===== config.mk =====
export PLATFORM = sky130hd
export DESIGN_NAME = ex_mem_top
export DESIGN_NICKNAME = d
export VERILOG_FILES = /design/src/rtl/isa_pkg.sv /design/src/rtl/pipe_pkg.sv /design/src/rtl/execute_unit.sv /design/src/rtl/ex_mem_pipeline_register.sv /design/src/rtl/mem_stage.sv /design/src/rtl/ex_mem_top.sv
export VERILOG_INCLUDE_DIRS = /design/src /design/src/include
export SDC_FILE = /design/constraint.sdc
export NUM_CORES = 2
export LEC_CHECK = 0
export BUFFER_PORTS_ARGS = -buffer_cell sky130_fd_sc_hd__buf_2
export CAP_MARGIN = 15
export CORE_AREA = 3 3 573 433
export DETAILED_ROUTE_END_ITERATION = 10
export DIE_AREA = 0 0 576 436
export PLACE_DENSITY_LB_ADDON = 0.08
export SYNTH_ARGS = -nofsm -noshare
export SYNTH_HDL_FRONTEND = slang
export SYNTH_SLANG_ARGS = --single-unit

===== constraint.sdc =====
create_clock -name clk -period 6.98 [get_ports clk]
set_input_delay 0.349 -clock clk [delete_from_list [all_inputs] [get_ports clk]]
set_output_delay 0.349 -clock clk [all_outputs]
set_load 0.05 [all_outputs]

===== src/include/rv_defines.svh =====
`ifndef RV_DEFINES_SVH
`define RV_DEFINES_SVH

// width of the datapath, registers and byte addresses
`define XLEN 32

// x0 to x31
`define REG_ADDR_W 5

// data RAM size in 32-bit words addressed by word index
`define DRAM_WORDS 64

`endif


===== src/rtl/isa_pkg.sv =====
package isa_pkg;

    // ALU operations selected by the decoder
    typedef enum logic [3:0] {
        alu_add    = 4'd0,
        alu_sub    = 4'd1,
        alu_and    = 4'd2,
        alu_or     = 4'd3,
        alu_xor    = 4'd4,
        alu_sll    = 4'd5,
        alu_srl    = 4'd6,
        alu_sra    = 4'd7,
        alu_slt    = 4'd8,
        alu_sltu   = 4'd9,
        alu_pass_b = 4'd10 // used by lui
    } alu_op_e;

    // next PC choice that the memory stage resolves
    typedef enum logic [2:0] {
        npc_plus4              = 3'd0,
        npc_branch_if_zero     = 3'd1,
        npc_branch_if_not_zero = 3'd2,
        npc_jal                = 3'd3,
        npc_jalr               = 3'd4
    } next_pc_src_e;

    typedef enum logic [1:0] {
        wb_alu      = 2'd0,
        wb_ram      = 2'd1,
        wb_pc_plus4 = 2'd2, // link address for jal and jalr
        wb_stdin    = 2'd3
    } wb_src_e;

endpackage


===== src/rtl/pipe_pkg.sv =====
`include "rv_defines.svh"

package pipe_pkg;
    import isa_pkg::*;

    // ------------------------------
    // ID/EX bundle from decode
    // ------------------------------
    typedef struct packed {
        logic [`XLEN-1:0]      pc;
        logic [`XLEN-1:0]      rs1_data;
        logic [`XLEN-1:0]      rs2_data;
        logic [`XLEN-1:0]      imm;
        logic [`REG_ADDR_W-1:0] rd_address;
        alu_op_e               alu_op;
        logic                  use_imm;   // operand b is imm instead of rs2
        next_pc_src_e          next_pc_src;
        wb_src_e               reg_write_data_src;
        logic                  reg_write_enable;
        logic                  ram_read;
        logic                  ram_write_enable;
        logic                  stdin_read_enable;
        logic                  stdout_write_enable;
    } id_ex_t;

    // ------------------------------
    // EX/MEM bundle
    // ------------------------------
    typedef struct packed {
        logic [`XLEN-1:0]       pc_data;
        logic [`XLEN-1:0]       rs1_data;
        logic [`XLEN-1:0]       rs2_data; // store data and stdout byte
        logic [`REG_ADDR_W-1:0] rd_address;
        logic [`XLEN-1:0]       alu_rd_result;
        logic                   alu_rd_result_is_zero;
        logic [`XLEN-1:0]       alu_pc_result;
        next_pc_src_e           next_pc_src;
        wb_src_e                reg_write_data_src;
        logic                   reg_write_enable;
        logic                   ram_read;
        logic                   ram_write_enable;
        logic                   stdin_read_enable;
        logic                   stdout_write_enable;
    } ex_mem_t;

    // write-back bundle leaving the memory stage
    typedef struct packed {
        logic [`REG_ADDR_W-1:0] rd_address;
        logic                   reg_write_enable;
        logic [`XLEN-1:0]       write_data;
    } mem_wb_t;

endpackage


===== src/rtl/execute_unit.sv =====
`timescale 1ns/1ps
`include "rv_defines.svh"

module execute_unit (
    input  pipe_pkg::id_ex_t  id_ex,
    output pipe_pkg::ex_mem_t ex_result
);
    import isa_pkg::*;
    import pipe_pkg::*;

    logic [`XLEN-1:0] op_a;
    logic [`XLEN-1:0] op_b;
    logic [4:0]       shamt;
    logic [`XLEN-1:0] alu_result;
    logic             lt_signed;
    logic             lt_unsigned;

    assign op_a  = id_ex.rs1_data;
    assign op_b  = id_ex.use_imm ? id_ex.imm : id_ex.rs2_data;
    assign shamt = op_b[4:0]; // only the low five bits count for shifts

    assign lt_signed   = $signed(op_a) < $signed(op_b);
    assign lt_unsigned = op_a < op_b;

    // ------------------------------
    // ALU
    // ------------------------------
    always_comb begin
        case (id_ex.alu_op)
            alu_add:    alu_result = op_a + op_b;
            alu_sub:    alu_result = op_a - op_b;
            alu_and:    alu_result = op_a & op_b;
            alu_or:     alu_result = op_a | op_b;
            alu_xor:    alu_result = op_a ^ op_b;
            alu_sll:    alu_result = op_a << shamt;
            alu_srl:    alu_result = op_a >> shamt;
            alu_sra:    alu_result = $signed(op_a) >>> shamt;
            alu_slt:    alu_result = {{(`XLEN-1){1'b0}}, lt_signed};
            alu_sltu:   alu_result = {{(`XLEN-1){1'b0}}, lt_unsigned};
            alu_pass_b: alu_result = op_b;
            default:    alu_result = '0;
        endcase
    end

    // ------------------------------
    // bundle for the EX/MEM register
    // ------------------------------
    always_comb begin
        ex_result.pc_data               = id_ex.pc;
        ex_result.rs1_data              = id_ex.rs1_data;
        ex_result.rs2_data              = id_ex.rs2_data;
        ex_result.rd_address            = id_ex.rd_address;
        ex_result.alu_rd_result         = alu_result;
        ex_result.alu_rd_result_is_zero = (alu_result == '0); // beq and bne compare via sub

        // jalr jumps relative to rs1, everything else relative to pc
        if (id_ex.next_pc_src == npc_jalr) begin
            ex_result.alu_pc_result = id_ex.rs1_data + id_ex.imm;
        end else begin
            ex_result.alu_pc_result = id_ex.pc + id_ex.imm;
        end

        ex_result.next_pc_src         = id_ex.next_pc_src;
        ex_result.reg_write_data_src  = id_ex.reg_write_data_src;
        ex_result.reg_write_enable    = id_ex.reg_write_enable;
        ex_result.ram_read            = id_ex.ram_read;
        ex_result.ram_write_enable    = id_ex.ram_write_enable;
        ex_result.stdin_read_enable   = id_ex.stdin_read_enable;
        ex_result.stdout_write_enable = id_ex.stdout_write_enable;
    end

endmodule


===== src/rtl/ex_mem_pipeline_register.sv =====
`timescale 1ns/1ps

module ex_mem_pipeline_register (
    input  logic              clk,
    input  logic              reset_n,
    input  logic              write_enable,
    input  pipe_pkg::ex_mem_t in_bundle,
    output pipe_pkg::ex_mem_t bundle
);

    // a cleared bundle is a bubble with no writes, no port access and no branch
    always_ff @(posedge clk) begin
        if (!reset_n) begin
            bundle <= '0;
        end else if (write_enable) begin
            bundle <= in_bundle;
        end
    end

endmodule


===== src/rtl/mem_stage.sv =====
`timescale 1ns/1ps
`include "rv_defines.svh"

module mem_stage (
    input  logic              clk,
    input  logic              reset_n,
    input  logic              advance,
    input  pipe_pkg::ex_mem_t ex_mem,
    input  logic [7:0]        stdin_data,
    output pipe_pkg::mem_wb_t mem_wb,
    output logic              stdout_valid,
    output logic [7:0]        stdout_data,
    output logic              branch_taken,
    output logic [`XLEN-1:0]  branch_target
);
    import isa_pkg::*;
    import pipe_pkg::*;

    localparam int IDX_W = $clog2(`DRAM_WORDS);

    logic [`XLEN-1:0]      ram [`DRAM_WORDS];
    logic [`DRAM_WORDS-1:0] word_written; // unwritten words read as zero
    logic [IDX_W-1:0]      ram_index;
    logic [`XLEN-1:0]      ram_rdata;
    logic [7:0]            stdin_byte;
    logic [`XLEN-1:0]      wb_data;

    // the word index drops the byte offset and ignores the upper address bits
    assign ram_index = ex_mem.alu_rd_result[IDX_W+1:2];

    // ------------------------------
    // data RAM
    // ------------------------------
    always_ff @(posedge clk) begin
        if (advance && ex_mem.ram_write_enable) begin
            ram[ram_index] <= ex_mem.rs2_data;
        end
    end

    always_ff @(posedge clk) begin
        if (!reset_n) begin
            word_written <= '0;
        end else if (advance && ex_mem.ram_write_enable) begin
            word_written[ram_index] <= 1'b1;
        end
    end

    assign ram_rdata  = (ex_mem.ram_read && word_written[ram_index]) ? ram[ram_index] : '0;
    assign stdin_byte = ex_mem.stdin_read_enable ? stdin_data : 8'h00;

    always_comb begin
        case (ex_mem.reg_write_data_src)
            wb_alu:      wb_data = ex_mem.alu_rd_result;
            wb_ram:      wb_data = ram_rdata;
            wb_pc_plus4: wb_data = ex_mem.pc_data + 4;
            wb_stdin:    wb_data = {{(`XLEN-8){1'b0}}, stdin_byte};
            default:     wb_data = ex_mem.alu_rd_result;
        endcase
    end

    // ------------------------------
    // MEM/WB register and console out
    // ------------------------------
    always_ff @(posedge clk) begin
        if (!reset_n) begin
            mem_wb       <= '0;
            stdout_valid <= 1'b0;
        end else begin
            stdout_valid <= advance && ex_mem.stdout_write_enable; // one pulse per instruction
            if (advance) begin
                mem_wb.rd_address       <= ex_mem.rd_address;
                mem_wb.reg_write_enable <= ex_mem.reg_write_enable;
                mem_wb.write_data       <= wb_data;
            end
        end
    end

    always_ff @(posedge clk) begin
        if (advance && ex_mem.stdout_write_enable) begin
            stdout_data <= ex_mem.rs2_data[7:0];
        end
    end

    // branch resolution is combinational from EX/MEM
    always_comb begin
        case (ex_mem.next_pc_src)
            npc_branch_if_zero:     branch_taken = ex_mem.alu_rd_result_is_zero;
            npc_branch_if_not_zero: branch_taken = !ex_mem.alu_rd_result_is_zero;
            npc_jal, npc_jalr:      branch_taken = 1'b1;
            default:                branch_taken = 1'b0;
        endcase
    end

    assign branch_target = ex_mem.alu_pc_result;

endmodule


===== src/rtl/ex_mem_top.sv =====
`timescale 1ns/1ps
`include "rv_defines.svh"

module ex_mem_top (
    input  logic              clk,
    input  logic              reset_n,
    input  logic              advance,
    input  pipe_pkg::id_ex_t  id_ex,
    input  logic [7:0]        stdin_data,
    output pipe_pkg::mem_wb_t mem_wb,
    output logic              stdout_valid,
    output logic [7:0]        stdout_data,
    output logic              branch_taken,
    output logic [`XLEN-1:0]  branch_target
);
    import pipe_pkg::*;

    ex_mem_t ex_result; // combinational output of the execute stage
    ex_mem_t ex_mem;

    execute_unit execute_unit0 (
        .id_ex     (id_ex),
        .ex_result (ex_result)
    );

    ex_mem_pipeline_register ex_mem_reg0 (
        .clk          (clk),
        .reset_n      (reset_n),
        .write_enable (advance),
        .in_bundle    (ex_result),
        .bundle       (ex_mem)
    );

    mem_stage mem_stage0 (
        .clk           (clk),
        .reset_n       (reset_n),
        .advance       (advance),
        .ex_mem        (ex_mem),
        .stdin_data    (stdin_data),
        .mem_wb        (mem_wb),
        .stdout_valid  (stdout_valid),
        .stdout_data   (stdout_data),
        .branch_taken  (branch_taken),
        .branch_target (branch_target)
    );

endmodule


After elaboration in Yosys (flattened, before gate mapping)
Memories as Yosys holds them, arrays and structs flattened. A register that Yosys moved wholly into a read port is not among the register bits.
Index checks and enable logic that the tools add are counted.
Storage, ports and cells
  register bits after elaboration: 255
  word-level logic and storage cells: 78
  bits of input ports: 159
  bits in writable memories: 2048
  memories kept: 1
Operators by class
  reduce and logical (&&, ||, !) cells: 9
  multiplexer cells: 15
  $add $sub $neg: 5
  equal/unequal tests: 18
  magnitude comparators: 4
  bitwise gates (word level): 4
  shift-type cells: 3
Memory list
  mem_stage0.ram: words 64, width 32, read ports 1, clocked after memory_dff 1, wr ports 1, RTL line mem_stage.sv:21  | logic [`XLEN-1:0] ram [`DRAM_WORDS];
Operators with widths (number)
  $pmux 32 s11: 1
  $pmux 32 s4: 1
  $add 32x32->32: 3
  $mux 32: 3
  $lt 32x32->1: 2
  $or 64x64->64: 1
  $add 32x3->32 const B: 1
  $and 32x32->32: 1
  $logic_not 32->1: 1
  $or 32x32->32: 1
  $shl 32x5->32: 1
  $shr 32x5->32: 1
  $sshr 32x5->32: 1
  $sub 32x32->32: 1
  $xor 32x32->32: 1
  $eq 4x3->1 const B: 4
  $eq 4x4->1 const B: 3
  $mux 6: 2
  $eq 4x2->1 const B: 2
  $mux 8: 1
  $lt 6x7->1 const B: 1
  $bmux 1 s6: 1
  $demux 1 s6: 1
  $eq 3x2->1 const B: 2
  13 further kinds: 21

Logic depth before layout (Yosys ltp)
  depth after elaboration: 5
  gate-level depth with buffers: 22
  mapped depth without buffers: 18

Modules after synthesis
From an unflattened synthesis, not the netlist that was laid out.
Second synthesis, totals
  cells, all modules: 7295
  area, all modules: 103468.0 um2
Modules (own cells, without submodules)
  mem_stage: area each 84375.9 um2, times used 1, cells each 4988
  execute_unit: area each 12356.9 um2, times used 1, cells each 1740
  ex_mem_pipeline_register: area each 6735.2 um2, times used 1, cells each 567

Worst setup path after synthesis
No wires, ideal clock.
  path kind: in2reg
  start: in id_ex[10] (netlist bit)
  end: reg ex_mem_reg0.bundle[42] (netlist bit)
  cell stages on the path: 20
  arrival time: 5.464 ns
  slack: 1.457 ns
  path buffers: 6
  library setup time: 0.059 ns
  cell sequence: buf_6 mux2i_1 clkbuf_1 clkbuf_1 clkbuf_1 clkbuf_1 ha_1 clkbuf_1 a221oi_1 o211ai_1 and2_1 o31a_1 o31a_1 a221o_1 a211oi_1 and4b_1 nand3_1 or4_1 nor4_1 a31o_1
On the way
  word-level cells in the longest chain between the ends: 4
  elaborated cells between the ends (all ways): 13
  classes of those cells: add/sub (2); order compare (2); shift (3); mux (2); bitwise (3); reduce/logical (1)
RTL lines
  start, declared: RTL line ex_mem_top.sv:8  | input pipe_pkg::id_ex_t id_ex,
  $mux 32 *: RTL line execute_unit.sv:19  | assign op_b = id_ex.use_imm ? id_ex.imm : id_ex.rs2_data;
  $sub 32x32->32 (tied with other cells): RTL line execute_unit.sv:31  | alu_sub: alu_result = op_a - op_b;
  $pmux 32 s11 *: RTL line execute_unit.sv:29  | case (id_ex.alu_op)
  $logic_not 32->1 *: RTL line execute_unit.sv:54  | ex_result.alu_rd_result_is_zero = (alu_result == '0);
  end signal, assigned: RTL line ex_mem_pipeline_register.sv:16  | bundle <= in_bundle;
  end, declared: RTL line ex_mem_pipeline_register.sv:8  | output pipe_pkg::ex_mem_t bundle
Mark *: on every way between the ends. The rest lies on a longest branch, timed or not.
A chain may end at the register's enable or synchronous reset.

Worst setup path after layout
  start: in id_ex[7] (netlist bit)
  end: reg ex_mem_reg0.bundle[41] (netlist bit)
On the way
  word-level cells in the longest chain between the ends: 2
RTL lines
  $eq 3x3->1: RTL line execute_unit.sv:57  | if (id_ex.next_pc_src == npc_jalr) begin
  $mux 32: RTL line execute_unit.sv:57
Every way passes these cells.

==> run metrics <==
Worst EP required=7.74 ns; first-pass GRT wire length=485,000 um; Ys Warns=0; CTS clk-pin slew, worst paths=0.07 ns; gr ovfl total=0; pre-CTS setup slack=0.679 ns; Net Switching=slightly below 8000 uW; row count=~160; crit-path max cell delay=just under 0.6 ns; RSZ-0062 raised after global routing=no; Die ar.=251,000 um2; synthesized area=99,400 um2; asr flop ratio synth=0; initial antenna violation count=18; maxcap violations=0; maximum number of pins on one net before global-route repair=128; Initial Utilization=0.409; pwr dens=roughly 270 nW/um2; vias in the first global route=57,400; io pins=around 240; core footprint=243,000 um2; cell leakage power=0.0358 uW; Crit-path slowest cell=dlygate4sd3_1; maximum fanout along the worst path=32; post-synthesis sequential area ratio=0.672; Final ANT Viol Nets=0; placed insts=9,120; total setup buffers inserted after CTS=0; routability-driven placement congestion ratio=around 1.0; H-tree depth=4; Yosys cell types=84; Syn Nets=between 6,000 and 7,000; HP Class=in2reg; Synth Register Bits=2,309; Post-synth EDFFs=2,056; total CTS buffers=229; Final Setup Violations=0; CP bufs+invs=5; Internal Pwr Total=23,100 uW; worst skew pair latency=0.89 ns; top_reg_cell synth=edfxtp_1; initial drt markers=8,134; final wirelength=352,000 um; worst ir drop on vdd=between 0.00015 and 0.0002 V; Non-Filler Instances=9,651; clock share of power=0.389; Crit path arrival time=6.62 ns; CP dominant cell by count=a21oi_1; crit path capture type=flip-flop; sequential share of power=0.498; logic gate share of total power=0.114; NumNets Final=6,501; Root Driver=clkbuf_16; layout cell share with drive strength beyond 1=0.259; WL/cell=36.4 um; Final Power=30,800 uW; Layout Skew=~0.1 ns; Worst Setup Start Kind=input port; Crit Path Class=in2reg; Vias/cell=between 6 and 7; first-pass detailed-route iteration total=8; status=completed; Final Max Tran Viols=0; most frequent cells in the layout=2,056 x edfxtp_1, 700 x mux4_2, 479 x nor2_1; Die Wd=576 um; CP Cell Sequence=dlygate4sd3_1 -> buf_2 -> nor3b_2 -> buf_4 -> mux2_2 -> ha_1 -> a21o_1 -> a21oi_1 -> o21ai_0 -> a31oi_1 -> o21a_1 -> o21ai_0 -> o211ai_1 -> a21oi_1 -> nand2_1 -> a21oi_1 -> a21oi_1 -> xnor2_1 -> dlygate4sd3_1 -> a21oi_1 -> dlygate4sd3_1; Avg Inst Size Synth=17.2 um2; Slew @ Worst Pin=1.30 ns; Fin. Hold Viols=0; hpwl dp=224,000 um; setup total negative slack=0 ns; total number of vias=59,400; Tmin final=5.86 ns; total track usage=0.276; Final WS setup=1.12 ns; drt drc=0; PortBufs=238; cell count after synthesis=5,792; commonest non-fill, non-tap cell in the layout=edfxtp_1; f_max=around 170 MHz; Final period util=0.840; Vert. Die Dim=around 440 um; Layout area overhead=14.5%; Hold Worst Slack=0.0969 ns; delay-heaviest family, CP=compound AO/OA/AOI/OAI gates; TritonCTS Sinks=between 2,000 and 2,500; CTS tree=built; sw frac=0.250; maximum clock path buffer count=4; max_slew headroom=0.123
-- layer usage --
metal  vias to the layer above  track usage  wire length [um]
li1                      24200            -                 -
met1                     32100        0.436            164000
met2                      2584        0.395            152000
met3                       432       0.0490             26800
met4                        10       0.0669              9290
met5                         -            0                63
-- power by group through the flow --
stage | logic [uW] | clock network, uW | registers, uW
after global placement | 3360 | 0 | 15600
after CTS | 3400 | 12200 | 15400
after global routing | 3650 | 12800 | 15300
final | 3490 | 12000 | 15300
after detailed placement | 3340 | 0 | 15700
after floorplan | 1970 | 0 | 15600
-- cell families after synthesis --
group	synth area share
AO/OA/AOI/OAI	0.0519
adder cells (fa/ha/maj)	0.0177
XOR/XNOR	0.00502
AND/OR/NAND/NOR	0.0467
buffers and inverters	0.0200
flip-flops	0.672
multiplexers	0.187
-- per-stage QoR --
step	utilization	area, um2
final	0.468	114000
after CTS	0.467	114000
after floorplan	-	99400
after global placement	0.434	106000
after detailed placement	0.434	106000
after global routing	0.468	114000
-- final timing paths --
check	start	slack (ns)	end	cells past startpoint
max	id_ex[7]	1.12	ex_mem_reg0.bundle[41]	21
min	id_ex[49]	0.1	ex_mem_reg0.bundle[39]	5
max reg2reg	ex_mem_reg0.bundle[46]	2.49	mem_stage0.mem_wb[12]	13
min reg2reg	ex_mem_reg0.bundle[35]	0.46	ex_mem_reg0.bundle[35]	2
-- layout make-up --
class	instances	area, um2
Antenna cell	6	15.0
Clock buffer	299	6080
Clock inverter	115	996
Fill cell	21000	129000
Inverter	112	430
Multi-Input combinational cell	2990	31200
Sequential cell	2309	66900
Tap cell	3259	4080
Timing Repair Buffer	561	4160
-- flip-flops by register name, indices dropped and copies added, names as in the netlist, named ones only --
register / cells
ex_mem_reg0.bundle: 144
mem_stage0.mem_wb: 38
mem_stage0.word_written: 64
mem_stage0.ram: 2048
mem_stage0.stdout_data: 8
mem_stage0.stdout_valid: 1
-- Yosys cell counts (57+ instances only) --
library cell | instances | area (um2)
mux4_2 | 700 | 15800
nand3_1 | 59 | 295
nor2_1 | 543 | 2040
ha_1 | 136 | 1700
nor3_1 | 64 | 320
inv_1 | 107 | 402
dfxtp_1 | 253 | 5060
clkbuf_1 | 253 | 950
buf_1 | 87 | 327
nand2_1 | 206 | 773
mux2_2 | 57 | 642
a211oi_1 | 71 | 533
mux2i_1 | 201 | 2010
a21oi_1 | 206 | 1030
o21ai_0 | 125 | 626
edfxtp_1 | 2056 | 61700
-- timing repair --
item,in CTS,in global routing
gates resized for setup,0,0
setup endpoints to repair,0,0
hold buffers,100,0
endpoints found under the hold margin,110,0
-- worst reg2reg max path, cell delays in order, from the launching register on --
cell and delay (ns):
dfxtp_1 0.32, buf_4 0.34, inv_1 0.29, nor2_1 0.54, a221oi_1 0.16, a31oi_1 0.19, nor2_1 0.08, o22ai_1 0.12
nor3_1 0.15, a211o_1 0.38, buf_4 0.28, a211oi_1 0.78, o221ai_1 0.54, a21oi_1 0.24
Power figures use the tool's default switching activity.
